===== src/spiMem_defs.svh =====
`ifndef SPI_MEM_DEFS_SVH
`define SPI_MEM_DEFS_SVH

// --------------------
// Serial word sizes
// --------------------
`define SPI_ADDR_W 7
`define SPI_DATA_W 8

// Register memory size in bytes.
`define MEM_DEPTH 128

// Index of the last bit in one byte phase.
`define BIT_LAST 7

// Number of stable clk cycles before a conditioner accepts a new level.
`define COND_WAIT 3

`endif


===== src/spiMemPkg.sv =====
`include "spiMem_defs.svh"

package spiMemPkg;

  // --------------------
  // Controller states
  // --------------------
  typedef enum logic [2:0] {
    getCmd,
    gotCmd,
    read1,
    read2,
    read3,
    write1,
    write2,
    done
  } fsmStateT;

  // Outputs of one input conditioner.
  typedef struct packed {
    logic level;
    logic posEdge;
    logic negEdge;
  } condT;

  typedef struct packed {
    logic misoEnable;
    logic memWrite;
    logic addrWrite;
    logic srLoad;
  } spiCtrlT;

  // The command byte arrives MSB first, so the address sits above the read bit.
  typedef struct packed {
    logic [`SPI_ADDR_W-1:0] addr;
    logic                   rw;  // 1 means read.
  } cmdT;

endpackage


===== src/inputConditioner.sv =====
`timescale 1ns/1ns
`include "spiMem_defs.svh"

module inputConditioner #(
  parameter logic resetLevel = 1'b0
) (
  input  logic            clk,
  input  logic            arstN,
  input  logic            noisy,
  output spiMemPkg::condT cond
);

  localparam int cntWidth = $clog2(`COND_WAIT + 1);
  localparam logic [cntWidth-1:0] waitCount = cntWidth'(`COND_WAIT);

  logic                sync0;
  logic                sync1;
  logic [cntWidth-1:0] stableCnt;
  logic                level;
  logic                prevLevel;

  // --------------------
  // Two-flop synchronizer
  // --------------------
  always_ff @(posedge clk or negedge arstN) begin
    if (!arstN) begin
      sync0 <= resetLevel;
      sync1 <= resetLevel;
    end else begin
      sync0 <= noisy;
      sync1 <= sync0;
    end
  end

  // --------------------
  // Debounce
  // --------------------
  // A new level is taken only once it has differed from the accepted one
  // for COND_WAIT cycles in a row.
  always_ff @(posedge clk or negedge arstN) begin
    if (!arstN) begin
      stableCnt <= '0;
      level     <= resetLevel;
      prevLevel <= resetLevel;
    end else begin
      prevLevel <= level;
      if (sync1 == level) begin
        stableCnt <= '0;  // The glitch ended, so the count starts over.
      end else if (stableCnt == waitCount) begin
        level     <= sync1;
        stableCnt <= '0;
      end else begin
        stableCnt <= stableCnt + cntWidth'(1);
      end
    end
  end

  assign cond.level   = level;
  assign cond.posEdge = level & ~prevLevel;  // High for the first cycle of a new high.
  assign cond.negEdge = ~level & prevLevel;

endmodule


===== src/spiShifter.sv =====
`timescale 1ns/1ns
`include "spiMem_defs.svh"

module spiShifter (
  input  logic                   clk,
  input  logic                   arstN,
  input  logic                   shiftEn,
  input  logic                   serialIn,
  input  logic                   misoTick,
  input  logic                   load,
  input  logic [`SPI_DATA_W-1:0] parIn,
  input  logic                   outEnable,
  output spiMemPkg::cmdT         parOut,
  output logic                   miso,
  output logic                   misoEnable
);

  import spiMemPkg::*;

  logic [`SPI_DATA_W-1:0] shiftReg;

  // --------------------
  // Shift register
  // --------------------
  // A parallel load wins over a shift in the same cycle.
  always_ff @(posedge clk) begin
    if (load) begin
      shiftReg <= parIn;
    end else if (shiftEn) begin
      shiftReg <= {shiftReg[`SPI_DATA_W-2:0], serialIn};  // MSB first.
    end
  end

  assign parOut = cmdT'(shiftReg);

  // --------------------
  // MISO output stage
  // --------------------
  always_ff @(posedge clk or negedge arstN) begin
    if (!arstN) begin
      miso       <= 1'b0;
      misoEnable <= 1'b0;
    end else begin
      misoEnable <= outEnable;
      if (misoTick) begin
        miso <= shiftReg[`SPI_DATA_W-1];  // Mode 0 changes data on the falling edge.
      end
    end
  end

endmodule


===== src/spiFsm.sv =====
`timescale 1ns/1ns
`include "spiMem_defs.svh"

module spiFsm (
  input  logic               clk,
  input  logic               arstN,
  input  logic               sClkPosEdge,
  input  logic               csHigh,
  input  logic               rwBit,
  output spiMemPkg::spiCtrlT ctrl
);

  import spiMemPkg::*;

  localparam int cntWidth = $clog2(`BIT_LAST + 1);
  localparam logic [cntWidth-1:0] lastBit = cntWidth'(`BIT_LAST);

  fsmStateT            state;
  logic [cntWidth-1:0] bitCnt;

  // --------------------
  // Transaction sequencer
  // --------------------
  // Byte phases advance on SCLK rising edges. The steps between them are
  // one clk cycle each, so they finish well inside half an SCLK period.
  always_ff @(posedge clk or negedge arstN) begin
    if (!arstN) begin
      state  <= getCmd;
      bitCnt <= '0;
      ctrl   <= '0;
    end else if (csHigh) begin
      // Chip select went high, so the transfer in progress is dropped.
      state  <= getCmd;
      bitCnt <= '0;
      ctrl   <= '0;
    end else begin
      unique case (state)
        getCmd: begin
          if (sClkPosEdge) begin
            if (bitCnt == lastBit) begin
              bitCnt <= '0;
              state  <= gotCmd;
            end else begin
              bitCnt <= bitCnt + cntWidth'(1);
            end
          end
        end

        gotCmd: begin
          ctrl.addrWrite <= 1'b1;  // The address latch takes it on the next edge.
          state          <= rwBit ? read1 : write1;
        end

        // Read path.
        read1: begin
          ctrl.addrWrite <= 1'b0;
          state          <= read2;
        end

        read2: begin
          ctrl.srLoad     <= 1'b1;
          ctrl.misoEnable <= 1'b1;
          state           <= read3;
        end

        read3: begin
          ctrl.srLoad <= 1'b0;
          if (sClkPosEdge) begin
            if (bitCnt == lastBit) begin
              ctrl.misoEnable <= 1'b0;
              bitCnt          <= '0;
              state           <= done;
            end else begin
              bitCnt <= bitCnt + cntWidth'(1);
            end
          end
        end

        // Write path.
        write1: begin
          ctrl.addrWrite <= 1'b0;
          if (sClkPosEdge) begin
            if (bitCnt == lastBit) begin
              bitCnt <= '0;
              state  <= write2;
            end else begin
              bitCnt <= bitCnt + cntWidth'(1);
            end
          end
        end

        write2: begin
          ctrl.memWrite <= 1'b1;  // All 8 data bits are in the shifter now.
          state         <= done;
        end

        done: begin
          ctrl.memWrite <= 1'b0;  // Wait here for chip select to go high.
        end
      endcase
    end
  end

endmodule


===== src/dataMemory.sv =====
`timescale 1ns/1ns
`include "spiMem_defs.svh"

module dataMemory (
  input  logic                   clk,
  input  logic                   arstN,
  input  logic                   addrWrite,
  input  logic                   memWrite,
  input  logic [`SPI_ADDR_W-1:0] addrIn,
  input  logic [`SPI_DATA_W-1:0] writeData,
  output logic [`SPI_DATA_W-1:0] readData
);

  logic [`SPI_ADDR_W-1:0] addrReg;
  logic [`SPI_DATA_W-1:0] mem [`MEM_DEPTH];

  always_ff @(posedge clk or negedge arstN) begin
    if (!arstN) begin
      addrReg <= '0;
    end else if (addrWrite) begin
      addrReg <= addrIn;
    end
  end

  // The whole array comes up as zeros.
  always_ff @(posedge clk or negedge arstN) begin
    if (!arstN) begin
      for (int i = 0; i < `MEM_DEPTH; i++) begin
        mem[i] <= '0;
      end
    end else if (memWrite) begin
      mem[addrReg] <= writeData;
    end
  end

  assign readData = mem[addrReg];  // Ready for the shifter load without a wait state.

endmodule


===== src/spiMem.sv =====
`timescale 1ns/1ns
`include "spiMem_defs.svh"

module spiMem (
  input  logic clk,
  input  logic arstN,
  input  logic sClk,
  input  logic csN,
  input  logic mosi,
  output logic miso,
  output logic misoEnable
);

  import spiMemPkg::*;

  condT                   sClkCond;
  condT                   csCond;
  condT                   mosiCond;
  spiCtrlT                ctrl;
  cmdT                    parOut;
  logic [`SPI_DATA_W-1:0] readData;

  // --------------------
  // Input conditioning
  // --------------------
  inputConditioner #(
    .resetLevel(1'b0)
  ) sClkConditioner (
    .clk  (clk),
    .arstN(arstN),
    .noisy(sClk),
    .cond (sClkCond)
  );

  // Chip select idles high.
  inputConditioner #(
    .resetLevel(1'b1)
  ) csConditioner (
    .clk  (clk),
    .arstN(arstN),
    .noisy(csN),
    .cond (csCond)
  );

  inputConditioner #(
    .resetLevel(1'b0)
  ) mosiConditioner (
    .clk  (clk),
    .arstN(arstN),
    .noisy(mosi),
    .cond (mosiCond)
  );

  // --------------------
  // Datapath and control
  // --------------------
  spiShifter shifter (
    .clk       (clk),
    .arstN     (arstN),
    .shiftEn   (sClkCond.posEdge),
    .serialIn  (mosiCond.level),
    .misoTick  (sClkCond.negEdge),
    .load      (ctrl.srLoad),
    .parIn     (readData),
    .outEnable (ctrl.misoEnable),
    .parOut    (parOut),
    .miso      (miso),
    .misoEnable(misoEnable)
  );

  spiFsm controller (
    .clk        (clk),
    .arstN      (arstN),
    .sClkPosEdge(sClkCond.posEdge),
    .csHigh     (csCond.level),
    .rwBit      (parOut.rw),  // Bit 0 of the command byte.
    .ctrl       (ctrl)
  );

  dataMemory memory (
    .clk      (clk),
    .arstN    (arstN),
    .addrWrite(ctrl.addrWrite),
    .memWrite (ctrl.memWrite),
    .addrIn   (parOut.addr),
    .writeData(parOut),
    .readData (readData)
  );

endmodule


===== config.mk =====
export PLATFORM = sky130hd
export DESIGN_NAME = spiMem
export DESIGN_NICKNAME = d
export VERILOG_FILES = /design/src/spiMemPkg.sv /design/src/inputConditioner.sv /design/src/spiShifter.sv /design/src/spiFsm.sv /design/src/dataMemory.sv /design/src/spiMem.sv
export VERILOG_INCLUDE_DIRS = /design/src /design/src/src
export SDC_FILE = /design/constraint.sdc
export NUM_CORES = 1
export LEC_CHECK = 0
export BUFFER_PORTS_ARGS = -buffer_cell sky130_fd_sc_hd__buf_2
export CAP_MARGIN = 20
export CORE_MARGIN = 4
export CORE_UTILIZATION = 31
export CTS_CLUSTER_DIAMETER = 30
export CTS_CLUSTER_SIZE = 40
export DETAILED_ROUTE_END_ITERATION = 6
export PLACE_DENSITY = 0.52
export SYNTH_ARGS = -nofsm -noshare
export SYNTH_HDL_FRONTEND = slang
export SYNTH_SLANG_ARGS = --single-unit

===== constraint.sdc =====
create_clock -name clk -period 2.6 [get_ports clk]
set_input_delay 0.39 -clock clk [delete_from_list [all_inputs] [get_ports clk]]
set_output_delay 0.39 -clock clk [all_outputs]
set_load 0.005 [all_outputs]

Yosys cells after proc, flatten, opt, wreduce, memory -nomap -nowiden

Index checks and enable logic that the tools add are counted.

Equal/unequal tests: 20
Multiplexer cells: 34
Order comparisons: 2
Reduce and logical (&&, ||, !) cells: 17
Bitwise operators: 8
$add $sub $neg: 4

Operator list:

| kind                                                  | count |
|---|---|
| bitwise mux 1024 bit                                  | 1 |
| binary-select mux 8 bit (select 7 bit)                | 1 |
| demux 8 bit (select 7 bit)                            | 1 |
| 2-to-1 mux 8 bit                                      | 5 |
| 2-to-1 mux 3 bit                                      | 12 |
| case mux 3 bit (7 select lines)                       | 1 |
| inequality test 3 x 2 -> 1 bit, second input constant | 6 |
| equality test 3 bit, second input constant            | 5 |
| 2-to-1 mux 2 bit                                      | 6 |
| nonzero test 3 bit                                    | 3 |
| >= comparator 8 bit, second input constant            | 1 |
| < comparator 8 x 1 -> 1 bit, second input constant    | 1 |
| inverter 7 -> 8 bit                                   | 1 |
| case mux 1 bit (2 select lines)                       | 4 |
| AND reduction 2 bit                                   | 4 |
| nonzero test 8 bit                                    | 1 |
| AND reduction 7 bit                                   | 1 |
| adder 2 x 1 -> 2 bit, second input constant           | 3 |
| equality test 2 bit, second input constant            | 3 |
| equality test 3 x 2 -> 1 bit, second input constant   | 2 |
| nonzero test 2 bit                                    | 3 |
| inverter 1 bit                                        | 5 |
| 2-to-1 mux 4 bit                                      | 1 |
| adder 3 x 1 -> 3 bit, second input constant           | 1 |
| 9 further kinds                                       | 13 |

Word-level logic and storage cells: 236
Output and inout port bits: 2
Flip-flop bits (word level): 1067
Bits of input ports: 5

Depth between registers and ports, before layout

Gate-level depths: netlist of run 1.

Word-level depth: 6
Mapped depth: 11
Depth with buffers taken out: 7

Hierarchy

A second synthesis of run 1 with hierarchy kept.

Cells, all modules: 3721
Area, all modules: 49618.8 µm²

By module, submodules not included:

| module                                 | seq. area each (µm²) | times used | cells each | area an instance (µm²) |
|---|---|---|---|---|
| dataMemory                             | 25799.7              | 1          | 3601       | 47971.0 |
| spiFsm                                 | 250.2                | 1          | 57         | 543.0 |
| inputConditioner (mosiConditioner ...) | 150.1                | 2          | 14         | 220.2 |
| spiShifter                             | 290.3                | 1          | 21         | 439.2 |
| inputConditioner (csConditioner)       | 155.1                | 1          | 14         | 225.2 |

Worst setup path before layout of run 1

OpenSTA, ideal clock, no wires.

Path type: reg2reg
From: register memory.addrReg[2]
To: register shifter.shiftReg[5], in the netlist shifter.parOut[5] (data pin)
Stages on the path, launching flop included: 11
Clock period less this slack: 2.415 ns
Setup time: 0.268 ns
Path buffers: 4
Arrival: 2.148 ns
Slack: 0.185 ns
Data required time: 2.332 ns
Cell sequence: dfrtp_1 buf_4 buf_4 inv_1 buf_2 buf_1 mux4_2 o31ai_1 o22ai_1 a311oi_2 o32ai_1

Longest elaborated chain between the ends: 5

Ends and longest elaborated chain:

| what                                                 | RTL line         | text |
|---|---|---|
| from (decl)                                          | dataMemory.sv:14 | `` logic [`SPI_ADDR_W-1:0] addrReg; `` |
| from (signal assigned)                               | dataMemory.sv:21 | `addrReg <= addrIn;` |
| inverter 7 -> 8 bit (implied by the code)            | dataMemory.sv:36 | `assign readData = mem[addrReg];` |
| binary-select mux 8 bit (select 7 bit)               | dataMemory.sv:36 |  |
| 2-to-1 mux 8 bit (implied by the code) (2 in series) | dataMemory.sv:36 |  |
| 2-to-1 mux 8 bit                                     | spiShifter.sv:27 | `if (load) begin` |
| to (signal assigned)                                 | spiShifter.sv:28 | `shiftReg <= parIn;` |
| to (signal assigned)                                 | spiShifter.sv:30 | `` shiftReg <= {shiftReg[`SPI_DATA_W-2:0], serialIn}; `` |
| to (decl)                                            | spiShifter.sv:20 | `` logic [`SPI_DATA_W-1:0] shiftReg; `` |

Every way passes these cells. The select of a mux whose other input is x is not followed.
A chain may end at the register's enable or synchronous reset.

Worst setup path after layout of run 1

From: register memory.addrReg[2]
To: register shifter.shiftReg[3], in the netlist shifter.parOut[3] (data pin)

The elaborated chain is that of the path after synthesis.

==> results.cfg, run 1 <==
[cts]
cts_tree = built
clk_latency_ps = 880
clockBufferDepth = 4
htreeDepth = 5
path_clk_slew_ps = 50
cts_sinks = 1067
root_buffer = clkbuf_16
cts-buffers-inserted = 281

[timing]
setup_slack_ps = -319.2
max-slew-margin-rel = 0.2966
clock.fmax_mhz = 342.6
fin_crit_sh = 1.123
rsz0062_at_grt = yes
skew_ps = 82.36
setup_violations = 8
finalHoldViolations = 0
min_period_ps = 2919
worst_slew_pin_slew_ps = 1055
finalMaxSlewViolations = 0

[floorplanning]
die-area_mm2 = 0.1651
rows = 145
start_util = 0.3134
coreArea_mm2 = 0.1569
die_h_um = 406.3
ioPinCount = 7
die_w_um = 406.3

[yosys]
synthTopCellsByArea = dfrtp_1 54%, mux2_2 26%, mux4_2 3.1%
synth-edff-count = 8
avgSynthCellArea_um2 = 13.76
synth_fp_nets = 3585
netlist_top_cells_count = 1114 x mux2_2, 1056 x dfrtp_1, 164 x clkbuf_1
synth_cells = 3575
synth_top_cell_area_share = 0.5372
ys_warn_count = 0
syn_area_mm2 = 0.04919
seq_area_frac_synth = 0.5437
yosysUniqueCellTypes = 82
ys_ff_latch = 1067
yosys.area.top_type = dfrtp_1
synth_flop_cell = dfrtp_1
synthArstFlopShare = 0.9925
synth.most_common_cell = mux2_2

[setup_path]
critPathLaunchType = flip-flop
path_max_fanout = 24
arrival_ps = 3590
r2r-start = memory.addrReg[2]$_DFFE_PN0P_
cp-startpoint = memory.addrReg[2]$_DFFE_PN0P_
cp.required_ps = 3270
crit_type = reg -> reg
worstSetupEndpointType = flip-flop

[final_layout]
area_delta_synth_final_pct = 36.37
fin_area_mm2 = 0.06708
drive_above_1_share = 0.5580
num-nets-final = 4232

[global_routing]
gr-usage-all-layers = 0.2116
grt_pass1_vias = 36737
grt_pass1_wl_mm = 257.9
antenna_found_initial = 5
grt_overflow = 0
grt_max_degree = 130

[detailed_routing]
drt_wl_total_mm = 175.6
first_pass_iters = 6
vias = 34995
wl_per_cell_um = 27.10
drt_iter0_markers = 2595
vias_per_cell = 5.400
drc = 0
ant_nets = 0

[min_path]
hold_class = in -> reg
hold_start = mosi

[status]
violations = setup timing
status = complete, but fails checks

[power_and_ir_drop]
p_leak_nw = 31.88
power_density_mw_per_mm2 = 937.3
ir_drop_v = 0.0008170

[place]
port_buffers = 6
post_dp_cell_area_mm2 = 0.05643
place_ws_ps = -676.2
gp_congestion = 0.8799
dp_hpwl_mm = 116.0

[job]
max_cap_violations = 0
==> cell type report <==
| class | instances | area [µm²] |
|---|---|---|
| multi-input combinational | 2209 | 21760 |
| timing repair buffer | 654 | 6689 |
| fill | 14290 | 89850 |
| tap | 2058 | 2575 |
| sequential | 1067 | 26760 |
| clock buffer | 374 | 7949 |
| antenna | 2 | 5.005 |
| clock inverter | 108 | 1300 |
| inverter | 9 | 38.79 |
==> critical path, stage by stage, from the launching register on <==
cell and delay (ps):
dfrtp_4 540, buf_12 170, inv_2 190, buf_6 370, a221oi_1 140, buf_4 170, or2_2 280, a21oi_1 240
buf_4 230, o221ai_4 140, a41oi_1 210
==> cell families after synthesis <==
group | synth area share
simple gates | 0.04266
mux | 0.3061
buf+inv | 0.02923
fa+ha+maj | 0.001272
flops | 0.5437
compound gates | 0.07649
xor+xnor | 0.0005343
==> layout by cell type (no fill, tap or decap), drive strengths merged, types with 18 or more instances in the layout <==
cell and count:
mux2 1118, bufinv 26, nor3 22, clkinvlp 19, mux2i 93, a221oi 118
clkinv 54, a21oi 78, a22o 22, a22oi 59, a31oi 18, nor2 113
buf 645, inv 18, mux4 68, dfrtp 1056, o21ai 64, nor2b 19
a221o 28, nand2 161, clkbuf 378
==> sequential cells by signal (all words and copies together) (netlist names) <==
| register | count |
|---|---|
| mosiConditioner.sync1 | 1 |
| sClkConditioner.sync1 | 1 |
| mosiConditioner.stableCnt | 2 |
| shifter.parOut | 8 |
| csConditioner.stableCnt | 2 |
| sClkConditioner.stableCnt | 2 |
| mosiConditioner.sync0 | 1 |
| controller.state | 3 |
| sClkConditioner.level | 1 |
| sClkConditioner.prevLevel | 1 |
| controller.ctrl | 4 |
| memory.mem | 1024 |
| shifter.miso | 1 |
| controller.bitCnt | 3 |
| csConditioner.level | 1 |
| csConditioner.sync0 | 1 |
| sClkConditioner.sync0 | 1 |
| mosiConditioner.level | 1 |
| memory.addrReg | 7 |
| shifter.misoEnable | 1 |
| csConditioner.sync1 | 1 |
==> routing by layer <==
| metal | up-vias | GRT usage | part of all wire |
|---|---|---|---|
| li1 | 14777 | - | - |
| met1 | 18587 | 0.2920 | 0.44 |
| met2 | 1229 | 0.3281 | 0.45 |
| met3 | 402 | 0.03912 | 0.064 |
| met4 | 0 | 0.08659 | 0.042 |
| met5 | - | 0 | 0 |
==> report_power, final <==
part / switching (mW) / leakage, nW / internal, mW
registers: 0.254 / 14.8 / 16.9
logic: 7.78 / 12.5 / 4.12
clock network: 10.1 / 4.53 / 23.7
total: 18.1 / 31.9 / 44.7
==> stage by stage <==
stage          std cells  hold WS (ps)  total power [mW]  setup TNS, ps  utilization
6_report            6481         146.4             62.87          -2123       0.4274
5_1_grt             6479         125.8             64.72          -2400       0.4274
4_1_cts             6461         68.87             62.86          -1921       0.4236
3_5_place_dp        5953         311.4             28.29         -70040       0.3596
3_3_place_gp        5951         313.6             28.25         -58960       0.3595
2_1_floorplan       3575         94.41             21.82              0            -
==> path summary, 6_finish.rpt <==
| path | to | slack, ps | depth (start not counted) |
|---|---|---|---|
| worst max register to register | shifter.parOut[3]$_DFFE_PP_ | -320 | 10 |
| worst min register to register | sClkConditioner.sync1$_DFF_PN0_ | 340 | 0 |
| min in group asynchronous | memory.mem[271]$_DFFE_PN0P_ | 230 | 3 |
| worst min-delay path | mosiConditioner.sync0$_DFF_PN0_ | 150 | 2 |
| worst max-delay path | shifter.parOut[3]$_DFFE_PP_ | -320 | 10 |
| max in group asynchronous | memory.mem[726]$_DFFE_PN0P_ | 1460 | 4 |
==> what timing repair did <==
action                     CTS  global route
pin swaps                   12            13
hold endpoints to repair   281             0
cloned                       0             4
gates resized for setup    128            80
setup buffers               21            14
setup endpoints to repair  797           303
hold buffers                 5             0
(Power assumes the default switching activity.)
==> run 2, diff against run 1 <==
- clock period: 2.6 -> 3.17 ns (I/O delays scaled with it)
==> results.cfg, run 2 (same netlist as run 1, synthesis figures left out) <==
[cts]
clockBufferDepth = 4
root_buffer = clkbuf_16
clk_latency_ps = 880
cts-buffers-inserted = 291
cts_sinks = 1067
htreeDepth = 5
path_clk_slew_ps = 40
cts_tree = built

[final_layout]
post-route-util = 0.4042
largest_register = memory.mem
area_delta_synth_final_pct = 28.97
final_common_cell = mux2_2
num-nets-final = 3912
drive_above_1_share = 0.4979
layout_common_cells = 1114 x mux2_2, 1052 x dfrtp_1, 294 x clkbuf_16, 257 x buf_4, 160 x nand2_1
num-fill-cells = 14490
largest_reg_flops = 1024

[timing]
max-slew-margin-rel = 0.2967
clock.fmax_mhz = 314.5
min_period_ps = 3180
worst_slew_pin_slew_ps = 1055
setup_violations = 1
worst_hold_slack_ps = 82.54
skew_ps = 71.63
finalMaxSlewViolations = 0
finalHoldViolations = 0
rsz0062_at_grt = no
fin_crit_sh = 1.003
setup_slack_ps = -10.10
tns_ps = -10.10

[place]
port_buffers = 6
place_ws_ps = -90.19
dp_hpwl_mm = 108.2
gp_congestion = 0.8771

[setup_path]
r2r-start = memory.addrReg[0]$_DFFE_PN0P_
crit_slowest_cell = dfrtp_4
r2r_slack_ps = -10
arrival_ps = 3750
cp_num_buf_inv = 1
worstSetupEndpointType = flip-flop
path_max_fanout = 30
worstPathCellList = buf_12, mux4_2, mux4_2, a22o_1, o221ai_1, a41oi_1
crit_type = reg -> reg
cp.required_ps = 3740
r2r_cells = 6
reg2reg_to = shifter.parOut[6]$_DFFE_PP_
cp_slowest_stage_delay_ps = 610
critPathLaunchType = flip-flop
cpMostUsedCell = mux4_2
critPathTopFamily = multiplexers

[global_routing]
grt_overflow = 0
grt_max_degree = 130
antenna_found_initial = 6
gr-usage-all-layers = 0.2051
grt_pass1_wl_mm = 250.3
grt_pass1_vias = 34993

[floorplanning]
die-area_mm2 = 0.1651
die_w_um = 406.3
coreArea_mm2 = 0.1569
ioPinCount = 7
die_h_um = 406.3
start_util = 0.3134
rows = 145

[detailed_routing]
first_pass_iters = 6
drt_wl_total_mm = 169.1
vias_per_cell = 5.452
ant_nets = 0
drt_iter0_markers = 2533
drc = 0
vias = 33618
wl_per_cell_um = 27.43

[status]
violations = setup timing
status = complete, but fails checks

[power_and_ir_drop]
power_density_mw_per_mm2 = 815.5
ir_drop_v = 0.0007444
p_leak_nw = 29.93
total_power_mw = 51.73

[job]
max_cap_violations = 0

[min_path]
hold_class = in -> async
==> run 2: cell types whose count changed in the layout (fill, tap and decap cells not counted), sizes merged <==
cell,before,now
buf,645,319
bufinv,26,37
clkbuf,378,387
clkdlybuf4s18,0,1
clkinv,54,45
diode,2,3
dlygate4sd3,5,4
inv,18,17
==> run 2: worst max-delay path by stage <==
stage,from,endpoint,slack [ps],depth (start not counted)
CTS,memory.addrReg[0]$_DFFE_PN0P_,shifter.parOut[3]$_DFFE_PP_,20,7
finish,memory.addrReg[0]$_DFFE_PN0P_,shifter.parOut[6]$_DFFE_PP_,-10,6
detailed placement,memory.addrReg[0]$_DFFE_PN0P_,shifter.parOut[6]$_DFFE_PP_,-90,8
floorplan,memory.addrReg[2]$_DFFE_PN0P_,shifter.parOut[5]$_DFFE_PP_,750,10
global placement,memory.addrReg[0]$_DFFE_PN0P_,shifter.parOut[5]$_DFFE_PP_,-670,7
global route,memory.addrReg[2]$_DFFE_PN0P_,shifter.parOut[0]$_DFFE_PP_,6,10
==> run 2: report_power, final <==
| part | total (mW) | internal, mW | switching [mW] | leakage, nW |
|---|---|---|---|---|
| logic | 8.09 | 2.30 | 5.80 | 10.3 |
| clock network | 29.5 | 21.0 | 8.53 | 4.80 |
| registers | 14.1 | 13.9 | 0.289 | 14.8 |
| total | 51.7 | 37.1 | 14.6 | 29.9 |
==> run 2: layer usage <==
layer / global-route usage / up-vias / wire [µm]
li1: - / 14171 / -
met1: 0.2851 / 17900 / 75410
met2: 0.3111 / 1221 / 75760
met3: 0.04906 / 326 / 12070
met4: 0.07607 / 0 / 5902
met5: 0 / - / 0
==> run 2: area by class of cell <==
cell class                      instances  area, µm²  share of cell area
Tap cell                             2058       2575             0.04059
Inverter                                9      35.03           0.0005523
Sequential cell                      1067      26760              0.4218
Timing Repair Buffer                  324       3124             0.04925
Antenna cell                            3      7.507           0.0001183
Clock inverter                        109       1595             0.02515
Multi-Input combinational cell       2209      21100              0.3327
Clock buffer                          387       8237              0.1298
==> run 2: timing repair <==
item,in CTS,in global routing
resized for setup,5,0
buffers inserted,0,5
hold buffers,4,0
setup endpoints to repair,5,3
hold endpoints to repair,493,0
cloned,0,0
==> run 2: stage by stage <==
| stage | cells | instance area, µm² |
|---|---|---|
| global placement | 5656 | 53470 |
| global route | 6163 | 63430 |
| floorplan | 3575 | 49190 |
| finish | 6166 | 63430 |
| CTS | 6158 | 63380 |
| detailed placement | 5658 | 53480 |
